$ cat src/common/ciPkg.sv
package ciPkg;

  // custom instruction numbers as seen on ciN
  localparam logic [7:0] CiSwapByte = 8'd1;
  localparam logic [7:0] CiDelay    = 8'd6;
  localparam logic [7:0] CiGray     = 8'd9;
  localparam logic [7:0] CiProfile  = 8'd12;

  // profiler control bits, carried in operand B
  localparam int ProfClear   = 0; // zero all counters
  localparam int ProfEnable  = 1; // start counting
  localparam int ProfDisable = 2; // stop counting, wins over enable

  // profiler counter select, carried in operand A bits 1:0
  localparam logic [1:0] SelCycles = 2'd0;
  localparam logic [1:0] SelStall  = 2'd1;
  localparam logic [1:0] SelIdle   = 2'd2;

  // system clock runs at 74.25 MHz, the fraction is dropped
  localparam int SysClockPerMicro = 74;

endpackage

$ cat src/common/dataPkg.sv
package dataPkg;

  localparam int CiWordWidth = 32; // operand and result words

  // RGB565 pixel layout
  localparam int RedWidth   = 5;
  localparam int GreenWidth = 6;
  localparam int BlueWidth  = 5;

  // luminance weights, scaled so that they add up to 256
  localparam int GrayRedWeight   = 54;
  localparam int GrayGreenWeight = 183;
  localparam int GrayBlueWeight  = 19;

  // operand A is read as bytes by the byte swap and as a pixel by the grayscale unit
  typedef union packed {
    logic [CiWordWidth/8-1:0][7:0] bytes; // bytes[0] is least significant
    struct packed {
      logic [CiWordWidth-RedWidth-GreenWidth-BlueWidth-1:0] pad;
      logic [RedWidth-1:0]   red;
      logic [GreenWidth-1:0] green;
      logic [BlueWidth-1:0]  blue;
    } pixel;
  } ciWordT;

endpackage

$ cat src/logic/ciDecode.sv
`timescale 1ns/1ps

module ciDecode
  import ciPkg::*;
(
  input  logic       ciStart,
  input  logic [7:0] ciN,
  output logic       swapStart,
  output logic       grayStart,
  output logic       profileStart,
  output logic       delayStart,
  output logic       illegalDone
);

  logic isSwap;
  logic isGray;
  logic isProfile;
  logic isDelay;

  assign isSwap    = (ciN == CiSwapByte);
  assign isGray    = (ciN == CiGray);
  assign isProfile = (ciN == CiProfile);
  assign isDelay   = (ciN == CiDelay);

  assign swapStart    = ciStart & isSwap;
  assign grayStart    = ciStart & isGray;
  assign profileStart = ciStart & isProfile;
  assign delayStart   = ciStart & isDelay;

  // unknown number finishes at once so the processor does not hang
  assign illegalDone = ciStart & ~(isSwap | isGray | isProfile | isDelay);

  // exactly one path answers a start, the illegal one included
  always_comb begin
    assert final ($onehot0({swapStart, grayStart, profileStart, delayStart, illegalDone}))
      else $error("ciDecode: more than one unit started");
  end

endmodule

$ cat src/execute/pixelOps.sv
`timescale 1ns/1ps

module pixelOps
  import dataPkg::*;
(
  input  logic                   swapStart,
  input  logic                   grayStart,
  input  ciWordT                 ciDataA,
  input  logic [CiWordWidth-1:0] ciDataB,
  output logic                   swapDone,
  output logic [CiWordWidth-1:0] swapResult,
  output logic                   grayDone,
  output logic [CiWordWidth-1:0] grayResult
);

  logic [CiWordWidth-1:0] swapped;
  logic [7:0]             red8;
  logic [7:0]             green8;
  logic [7:0]             blue8;
  logic [CiWordWidth-1:0] graySum;

  // B bit 0 picks half-word swap instead of the full reverse
  always_comb begin
    if (ciDataB[0]) begin
      swapped = {ciDataA.bytes[2], ciDataA.bytes[3], ciDataA.bytes[0], ciDataA.bytes[1]};
    end else begin
      swapped = {ciDataA.bytes[0], ciDataA.bytes[1], ciDataA.bytes[2], ciDataA.bytes[3]};
    end
  end

  // widen each field to 8 bits, low bits filled with zeros
  assign red8   = {ciDataA.pixel.red, {(8 - RedWidth){1'b0}}};
  assign green8 = {ciDataA.pixel.green, {(8 - GreenWidth){1'b0}}};
  assign blue8  = {ciDataA.pixel.blue, {(8 - BlueWidth){1'b0}}};

  // weights add up to 256, so the sum stays below 2^16
  assign graySum = GrayRedWeight * red8 + GrayGreenWeight * green8 + GrayBlueWeight * blue8;

  assign swapDone   = swapStart;
  assign swapResult = swapStart ? swapped : '0;
  assign grayDone   = grayStart;
  assign grayResult = grayStart ? {8'd0, graySum[CiWordWidth-1:8]} : '0;

endmodule

$ cat src/execute/profileCounters.sv
`timescale 1ns/1ps

module profileCounters
  import ciPkg::*, dataPkg::*;
(
  input  logic                   systemClock,
  input  logic                   rstN,
  input  logic                   profileStart,
  input  logic                   stall,
  input  logic                   busIdle,
  input  logic [CiWordWidth-1:0] ciDataA,
  input  logic [CiWordWidth-1:0] ciDataB,
  output logic                   profileDone,
  output logic [CiWordWidth-1:0] profileResult
);

  logic                   enabled;
  logic                   doClear;
  logic                   doEnable;
  logic                   doDisable;
  logic [2:0]             tick;
  logic [CiWordWidth-1:0] counts [3]; // indexed by select code
  logic [CiWordWidth-1:0] selected;

  assign doClear   = profileStart & ciDataB[ProfClear];
  assign doEnable  = profileStart & ciDataB[ProfEnable];
  assign doDisable = profileStart & ciDataB[ProfDisable];

  assign tick[SelCycles] = 1'b1;
  assign tick[SelStall]  = stall;
  assign tick[SelIdle]   = busIdle;

  always_ff @(posedge systemClock) begin
    if (!rstN) begin
      enabled <= 1'b0;
      for (int i = 0; i < 3; i++) counts[i] <= '0;
    end else begin
      // counting on this edge still uses the old enable
      for (int i = 0; i < 3; i++) begin
        if (doClear) counts[i] <= '0;
        else if (enabled && tick[i]) counts[i] <= counts[i] + 1'b1; // wraps
      end
      if (doDisable) enabled <= 1'b0;
      else if (doEnable) enabled <= 1'b1;
    end
  end

  always_comb begin
    case (ciDataA[1:0])
      SelCycles: selected = counts[SelCycles];
      SelStall:  selected = counts[SelStall];
      SelIdle:   selected = counts[SelIdle];
      default:   selected = '0;
    endcase
  end

  // value from before the edge that applies the control bits
  assign profileDone   = profileStart;
  assign profileResult = profileStart ? selected : '0;

endmodule

$ cat src/execute/delayTimer.sv
`timescale 1ns/1ps

module delayTimer
  import ciPkg::*;
(
  input  logic        systemClock,
  input  logic        rstN,
  input  logic        delayStart,
  input  logic [31:0] ciDataA,
  output logic        delayDone
);

  logic [39:0] remaining; // room for a full 32-bit microsecond count
  logic        busy;
  logic        zeroDelay;

  assign busy      = (remaining != '0);
  assign zeroDelay = delayStart & (ciDataA == '0);

  // cycle 1 holds the full count and done comes with one cycle left
  always_ff @(posedge systemClock) begin
    if (!rstN) begin
      remaining <= '0;
    end else if (delayStart) begin
      remaining <= ciDataA * SysClockPerMicro;
    end else if (busy) begin
      remaining <= remaining - 1'b1;
    end
  end

  assign delayDone = zeroDelay | (remaining == 40'd1);

  // processor waits for done before it issues the next instruction
  property noStartWhileBusy;
    @(posedge systemClock) disable iff (!rstN)
      delayStart |-> !busy;
  endproperty

  assert property (noStartWhileBusy)
    else $error("delayTimer: start while a delay is running");

endmodule

$ cat src/logic/ciResult.sv
`timescale 1ns/1ps

module ciResult
  import dataPkg::*;
(
  input  logic                   swapDone,
  input  logic                   grayDone,
  input  logic                   profileDone,
  input  logic                   delayDone,
  input  logic                   illegalDone,
  input  logic [CiWordWidth-1:0] swapResult,
  input  logic [CiWordWidth-1:0] grayResult,
  input  logic [CiWordWidth-1:0] profileResult,
  output logic                   ciDone,
  output logic [CiWordWidth-1:0] ciResult
);

  // delay and illegal paths always return zero
  assign ciDone   = swapDone | grayDone | profileDone | delayDone | illegalDone;
  assign ciResult = swapResult | grayResult | profileResult;

  // the OR merge only works if idle units keep their results at zero
  always_comb begin
    assert final ($onehot0({swapDone, grayDone, profileDone, delayDone, illegalDone}))
      else $error("ciResult: more than one unit done");
    assert final (swapDone || swapResult == '0)
      else $error("ciResult: swap result without done");
    assert final (grayDone || grayResult == '0)
      else $error("ciResult: gray result without done");
    assert final (profileDone || profileResult == '0)
      else $error("ciResult: profile result without done");
  end

endmodule

$ cat src/logic/ciCluster.sv
`timescale 1ns/1ps

module ciCluster
  import dataPkg::*;
(
  input  logic                   systemClock, // 74.25MHz
  input  logic                   rstN,
  input  logic                   ciStart,
  input  logic [7:0]             ciN,
  input  logic [CiWordWidth-1:0] ciDataA,
  input  logic [CiWordWidth-1:0] ciDataB,
  input  logic                   stall,
  input  logic                   busIdle,
  output logic                   ciDone,
  output logic [CiWordWidth-1:0] ciResult
);

  logic                   swapStart, grayStart, profileStart, delayStart, illegalDone;
  logic                   swapDone, grayDone, profileDone, delayDone;
  logic [CiWordWidth-1:0] swapResult, grayResult, profileResult;

  ciDecode decode (
    .ciStart(ciStart),
    .ciN(ciN),
    .swapStart(swapStart),
    .grayStart(grayStart),
    .profileStart(profileStart),
    .delayStart(delayStart),
    .illegalDone(illegalDone)
  );

  pixelOps pixel (
    .swapStart(swapStart),
    .grayStart(grayStart),
    .ciDataA(ciDataA),
    .ciDataB(ciDataB),
    .swapDone(swapDone),
    .swapResult(swapResult),
    .grayDone(grayDone),
    .grayResult(grayResult)
  );

  profileCounters profiler (
    .systemClock(systemClock),
    .rstN(rstN),
    .profileStart(profileStart),
    .stall(stall),
    .busIdle(busIdle),
    .ciDataA(ciDataA),
    .ciDataB(ciDataB),
    .profileDone(profileDone),
    .profileResult(profileResult)
  );

  delayTimer delayMicro (
    .systemClock(systemClock),
    .rstN(rstN),
    .delayStart(delayStart),
    .ciDataA(ciDataA),
    .delayDone(delayDone)
  );

  ciResult merge (
    .swapDone(swapDone),
    .grayDone(grayDone),
    .profileDone(profileDone),
    .delayDone(delayDone),
    .illegalDone(illegalDone),
    .swapResult(swapResult),
    .grayResult(grayResult),
    .profileResult(profileResult),
    .ciDone(ciDone),
    .ciResult(ciResult)
  );

endmodule

$ cat config.mk
export PLATFORM = sky130hd
export DESIGN_NAME = ciCluster
export DESIGN_NICKNAME = d
export VERILOG_FILES = /design/src/common/ciPkg.sv /design/src/common/dataPkg.sv /design/src/logic/ciDecode.sv /design/src/execute/pixelOps.sv /design/src/execute/profileCounters.sv /design/src/execute/delayTimer.sv /design/src/logic/ciResult.sv /design/src/logic/ciCluster.sv
export SDC_FILE = /design/constraint.sdc
export NUM_CORES = 1
export LEC_CHECK = 0
export ABC_AREA = 1
export BUFFER_PORTS_ARGS = -buffer_cell sky130_fd_sc_hd__buf_2
export CAP_MARGIN = 10
export CORE_MARGIN = 8
export CORE_UTILIZATION = 45
export CTS_BUF_LIST = sky130_fd_sc_hd__clkbuf_8
export CTS_CLUSTER_DIAMETER = 30
export DETAILED_ROUTE_END_ITERATION = 10
export HOLD_SLACK_MARGIN = 0.05
export SLEW_MARGIN = 20
export SYNTH_ARGS = -nofsm -noshare
export SYNTH_HDL_FRONTEND = slang
export SYNTH_SLANG_ARGS = --single-unit
$ cat constraint.sdc
create_clock -name systemClock -period 17.3 [get_ports systemClock]
set_input_delay 1.73 -clock systemClock [delete_from_list [all_inputs] [get_ports systemClock]]
set_output_delay 1.73 -clock systemClock [all_outputs]
set_load 0.005 [all_outputs]
# Yosys cells after proc, flatten, opt, wreduce, memory -nomap -nowiden
# Memories as Yosys holds them, arrays and structs flattened.
# Index checks and enable logic that the tools add are counted.
[classes] n_addsub=6 multipliers=4 n_eq_ne=7 mux=29 bitwise_logic=27 n_reduce_logical=8
[ops] op="$mux 32" n=9
[ops] op="$add 32x1->32 const B" n=3
[ops] op="$pmux 32 s3" n=1
[ops] op="$mux 39" n=2
[ops] op="$eq 40x1->1 const B" n=1
[ops] op="$reduce_bool 40->1" n=1
[ops] op="$sub 40x1->40 const B" n=1
[ops] op="$mul 32x6->38 const B" n=1
[ops] op="$add 32x13->32" n=1
[ops] op="$logic_not 32->1" n=1
[ops] op="$or 32x24->32" n=1
[ops] op="$or 32x32->32" n=1
[ops] op="$mux 24" n=1
[ops] op="$mul 5x5->10 const A" n=2
[ops] op="$add 14x16->17" n=1
[ops] op="$eq 8x4->1 const B" n=2
[ops] op="$mux 1" n=16
[ops] op="$mul 8x6->14 const A" n=1
[ops] op="$or 1x1->1" n=14
[ops] op="$and 1x1->1" n=9
[ops] op="$eq 8x1->1 const B" n=1
[ops] op="$eq 8x3->1 const B" n=1
[ops] op="$reduce_or 2->1" n=2
[ops] op="$eq 2x1->1 const B" n=1
[ops] op="5 further kinds" n=7
[totals] register_bits=41 mem_bits_rw=96 inputBits=77 output_inout_bits=33 word_cells=85 n_memories=1
[memory_table] memory="profiler.counts" depth=3 width=32 read_ports=3 rd_ports_with_merged_regs=0 wr=3 line_no="profileCounters.sv:22" text="logic [CiWordWidth-1:0] counts [3];"

# Longest topological paths before layout
[depth] word_depth=8 ltp_mapped=32 depth_no_buf=32

# Modules after synthesis
# Synthesis repeated with hierarchy kept, for this count alone.
[hier_totals] cells_unflattened=2802 hier_area_um2=17650.7
[by_module_without_submodules] mod="delayTimer" instances=1 cells_per_inst=1204 area_per_inst_um2=7086.8 seq_area_each_um2=800.8
[by_module_without_submodules] mod="profileCounters" instances=1 cells_per_inst=974 area_per_inst_um2=6712.7 seq_area_each_um2=2902.8
[by_module_without_submodules] mod="pixelOps" instances=1 cells_per_inst=491 area_per_inst_um2=3334.4 seq_area_each_um2=0.0
[by_module_without_submodules] mod="ciResult" instances=1 cells_per_inst=100 area_per_inst_um2=376.6 seq_area_each_um2=0.0
[by_module_without_submodules] mod="ciDecode" instances=1 cells_per_inst=33 area_per_inst_um2=140.1 seq_area_each_um2=0.0

# Worst setup path after synthesis
# OpenSTA, ideal clock, no wires.
[synth_path] kind="input to output" startpoint="input port ciDataA[8]" endpoint="output port ciResult[8]" t_arrival_ns=6.204 slack_ns=9.366 stages=31 cell_sequence="fa_1 -> inv_1 -> fa_1 -> fa_1 -> inv_1 -> ha_1 -> nand2_1 -> nand2_1 -> a31oi_1 -> xor2_1 -> inv_1 -> ha_1 -> nand2_1 -> inv_1 -> nand2_1 -> nand2_1 -> a21oi_1 -> nor2_1 -> nor2_1 -> xnor2_1 -> ha_1 -> nand2_1 -> nor2_1 -> nand3_1 -> nand3_1 -> nand3_1 -> nor2_1 -> nand2_1 -> nand2_1 -> nand2_1 -> nand2_1"
[synth_via] elab_chain_len=6
[synth_lines] item="start: declaration" line_no="ciCluster.sv:10" text="input logic [CiWordWidth-1:0] ciDataA,"
[synth_lines] item="$mul 8x6->14" line_no="pixelOps.sv:37" text="assign graySum = GrayRedWeight * red8 + GrayGreenWeight * green8 + GrayBlueWeight * blue8;"
[synth_lines] item="$add 14x16->17" line_no="pixelOps.sv:37"
[synth_lines] item="$add 32x13->32" line_no="pixelOps.sv:37"
[synth_lines] item="$mux 24" line_no="pixelOps.sv:42" text="assign grayResult = grayStart ? {8'd0, graySum[CiWordWidth-1:8]} : '0;"
[synth_lines] item="$or 32x24->32" line_no="ciResult.sv:20" text="assign ciResult = swapResult | grayResult | profileResult;"
[synth_lines] item="$or 32x32->32" line_no="ciResult.sv:20"
[synth_lines] item="end: declaration" line_no="ciCluster.sv:15" text="output logic [CiWordWidth-1:0] ciResult"
# No other way between the ends.

# Worst setup path in the final report
[layout_path] startpoint="input port ciDataA[7]" endpoint="output port ciResult[8]"
# Same word-level chain as after synthesis.

==> results.toml <==
[status]
outcome = "completed"

[critical_path]
path_class = "input port to output port"
number_of_buffers_and_inverters_on_the_critical_path = 7
critical-path-top-delay-family = "adder cells"
timing.reg2reg.setup_slack_ns = 14.44
crit_required_ns = 15.57
critical-path-max-stage-delay_ns = 0.53
critical-path-slowest-cell = "sky130_fd_sc_hd__fa_1"
max_fo_critical_path = 5
critical-path-top-cell-by-count = "sky130_fd_sc_hd__nand2_1"
worstSetupStartpointType = "input port"
critical_path_arrival_ns = 6.97
endpoint_kind = "output port"

[clock_network]
h_tree_lvls = 4
cts_tree = "done"
cts_made_buffers = 17
clock-root-buffer = "sky130_fd_sc_hd__clkbuf_8"
clock_sink_count = 137
postCtsSetupRepairBufs = 0
clkTransAtPathRegs_ns = 0.08
post_cts_gate_resize_count = 0
hold_buf_cts = 0
clkLatencyLatePin_ns = 0.49
ctsLongestPathBuffers = 2

[grt]
grt_antenna_before_repair = 3
first_global_vias = 15487
globalRouteTotalUtil_pct = 23.1
global_route_wire_length_before_repair_mm = 80.6
grt_max_degree = 48
grt_overflow = 0

[yosys]
synth-edff-count = 96
ys_dominant_reg_cell = "sky130_fd_sc_hd__edfxtp_1"
synth_fp_nets = 2727
synthesis.instances = 2417
synth-seq-cells = 137
avgSynthCellArea_um2 = 6.83
synth_seq_area_share_pct = 22.4
post_synth_instance_area_mm2 = 0.0165
ys_warn_count = 0
async_reset_ff_share_pct = 0
yosysUniqueCellTypes = 54

[die]
core.rowCount = 70
floorplan.core_area_mm2 = 0.0363
io-pin-count = 110
floorplan.die_area_mm2 = 0.0431
die_w_um = 208
dieHeight_um = 208
initial_utilization_pct = 45.4

[route]
post-route-drc-count = 0
wirelength_met1_mm = 21.8
routed-via-count = 15849
detailed_route_wl_mm = 50.4
wl_per_cell_um = 17.0
drt-initial-drc-count = 1167
antenna_violating_nets_remaining = 0
wl_met2_mm = 24.5
dr.pass1.iters = 6
dr_wl_met3_mm = 2.64
topRoutingLayerUsed = "met5"
vias_per_cell = 5.35

[place]
place_area_mm2 = 0.0174
placed_wire_length_estimate_after_detailed_placement_mm = 40.7
finalWeightedCongestion = 0.939
post-place-cells = 2931
port_buffers = 80

[sta]
setup_viol = 0
clock.fmax_mhz = 115
final_period_utilization_pct = 50.3
hold_viol = 0
setup_tns_ns = 0
post-route-min-period_ns = 8.70
drv_slew = 0
tightestPinTransition_ns = 1.06
timing.slew.headroom_pct = 29.1
clock_skew_ns = 0.0208
hold_ws_ns = 0.488
rsz0062_at_grt = "no"

[run]
cap_viol_max_count = 0

[layout]
drive_gt1_share_pct = 7.90
layout.nets = 2792
final_cells = 2964
final_cell_area_mm2 = 0.0178
post-route-util_pct = 49.0
area.growth.synth_to_final_pct = 7.80

[min_path]
hp-class = "register to register"

[power]
peakVddDrop_v = 0.000115
static-leakage-power_nw = 8.70
power_per_cell_area_mw_per_mm2 = 126
cells in the mapped netlist (35+ instances only):
master | number | share of area [%]
sky130_fd_sc_hd__nand3_1 | 137 | 4.2
sky130_fd_sc_hd__o21ai_0 | 100 | 3.0
sky130_fd_sc_hd__xnor2_1 | 35 | 1.9
sky130_fd_sc_hd__fa_1 | 45 | 5.5
sky130_fd_sc_hd__a21oi_1 | 157 | 4.8
sky130_fd_sc_hd__inv_1 | 434 | 9.9
sky130_fd_sc_hd__xor2_1 | 50 | 2.7
sky130_fd_sc_hd__nand2_1 | 535 | 12
sky130_fd_sc_hd__edfxtp_1 | 96 | 17
sky130_fd_sc_hd__nor2_1 | 265 | 6.0
sky130_fd_sc_hd__nor3_1 | 42 | 1.3
sky130_fd_sc_hd__dfxtp_1 | 41 | 5.0
sky130_fd_sc_hd__ha_1 | 188 | 14
sky130_fd_sc_hd__nand4_1 | 59 | 2.2
registers in the layout (all words and copies together), names as in the netlist:
signal                cells
profiler.counts          96
delayMicro.remaining     40
profiler.enabled          1
final cells by class:
class	instances	area, um2
Timing Repair Buffer	87	453
Tap cell	468	586
Fill cell	3779	18500
Inverter	440	1650
Clock buffer	17	234
Antenna cell	1	2.50
Sequential cell	137	3700
Multi-Input combinational cell	1799	11000
Clock inverter	15	175
final timing paths:
kind | from | end | cells past startpoint
setup / recovery | ciDataA[7] | ciResult[8] | 34
hold / removal | delayMicro.remaining[0]$_SDFFE_PP0P_ | delayMicro.remaining[0]$_SDFFE_PP0P_ | 2
setup reg to reg | delayMicro.remaining[0]$_SDFFE_PP0P_ | delayMicro.remaining[24]$_SDFFE_PN0P_ | 9
hold reg to reg | delayMicro.remaining[0]$_SDFFE_PP0P_ | delayMicro.remaining[0]$_SDFFE_PP0P_ | 2
layer usage:
metal / GRT usage [%] / vias up
li1: - / 8005
met1: 28.6 / 7372
met2: 40.6 / 398
met3: 2.97 / 70
met4: 8.33 / 4
met5: 0 / -
logic make-up (layout without fill, tap and decap cells):
family	count (synthesis)	in the layout	synth area share, %
simple gates	1149	1149	31.1
other cells	0	1	0
flops	137	137	22.4
compound gates	332	332	11.2
xor+xnor	85	85	4.51
fa+ha+maj	233	233	19.7
buf+inv	481	559	11.0
where the power goes:
| part | switching [mW] | internal [mW] | total, mW |
|---|---|---|---|
| logic | 0.966 | 0.549 | 1.52 |
| registers | 0.0471 | 0.397 | 0.445 |
| clock network | 0.149 | 0.143 | 0.292 |
| total | 1.16 | 1.09 | 2.25 |
cell usage in the layout (no fill, tap or decap), types with 12 or more instances in the layout:
cell type | synthesis | routed
sky130_fd_sc_hd__nor2_4 | 13 | 13
sky130_fd_sc_hd__buf_2 | 12 | 80
sky130_fd_sc_hd__xor2_1 | 50 | 50
sky130_fd_sc_hd__dfxtp_1 | 41 | 41
sky130_fd_sc_hd__nor2_1 | 265 | 265
sky130_fd_sc_hd__nor4_1 | 12 | 12
sky130_fd_sc_hd__nand4_1 | 59 | 59
sky130_fd_sc_hd__fa_1 | 45 | 45
sky130_fd_sc_hd__o21ai_0 | 100 | 100
sky130_fd_sc_hd__edfxtp_1 | 96 | 96
sky130_fd_sc_hd__inv_1 | 434 | 434
sky130_fd_sc_hd__a21oi_1 | 157 | 157
sky130_fd_sc_hd__or2_2 | 15 | 15
sky130_fd_sc_hd__o211ai_1 | 34 | 34
sky130_fd_sc_hd__nor3_1 | 42 | 41
sky130_fd_sc_hd__clkbuf_8 | 0 | 17
sky130_fd_sc_hd__nand3_1 | 137 | 137
sky130_fd_sc_hd__nor2_2 | 18 | 18
sky130_fd_sc_hd__ha_1 | 188 | 187
sky130_fd_sc_hd__xnor2_1 | 35 | 35
sky130_fd_sc_hd__nand2_1 | 535 | 535
sky130_fd_sc_hd__nor3b_1 | 17 | 17
worst register-to-register path, stage by stage, from the launching register on:
cell	delay, ns
sky130_fd_sc_hd__dfxtp_1	0.33
sky130_fd_sc_hd__inv_1	0.09
sky130_fd_sc_hd__ha_1	0.32
sky130_fd_sc_hd__nand2_1	0.21
sky130_fd_sc_hd__nor2_1	0.24
sky130_fd_sc_hd__nand4_1	0.70
sky130_fd_sc_hd__inv_2	0.47
sky130_fd_sc_hd__o21ai_0	0.19
sky130_fd_sc_hd__nand2_1	0.13
sky130_fd_sc_hd__nor2_1	0.04
per-stage QoR:
stage,power [mW],worst slack (ns)
floorplan,1.63,9.37
global route,2.50,8.03
CTS,2.25,8.60
global placement,1.93,8.64
finish,2.25,8.60
detailed placement,1.95,8.61
No activity file was read; power rests on OpenSTA's default activity.
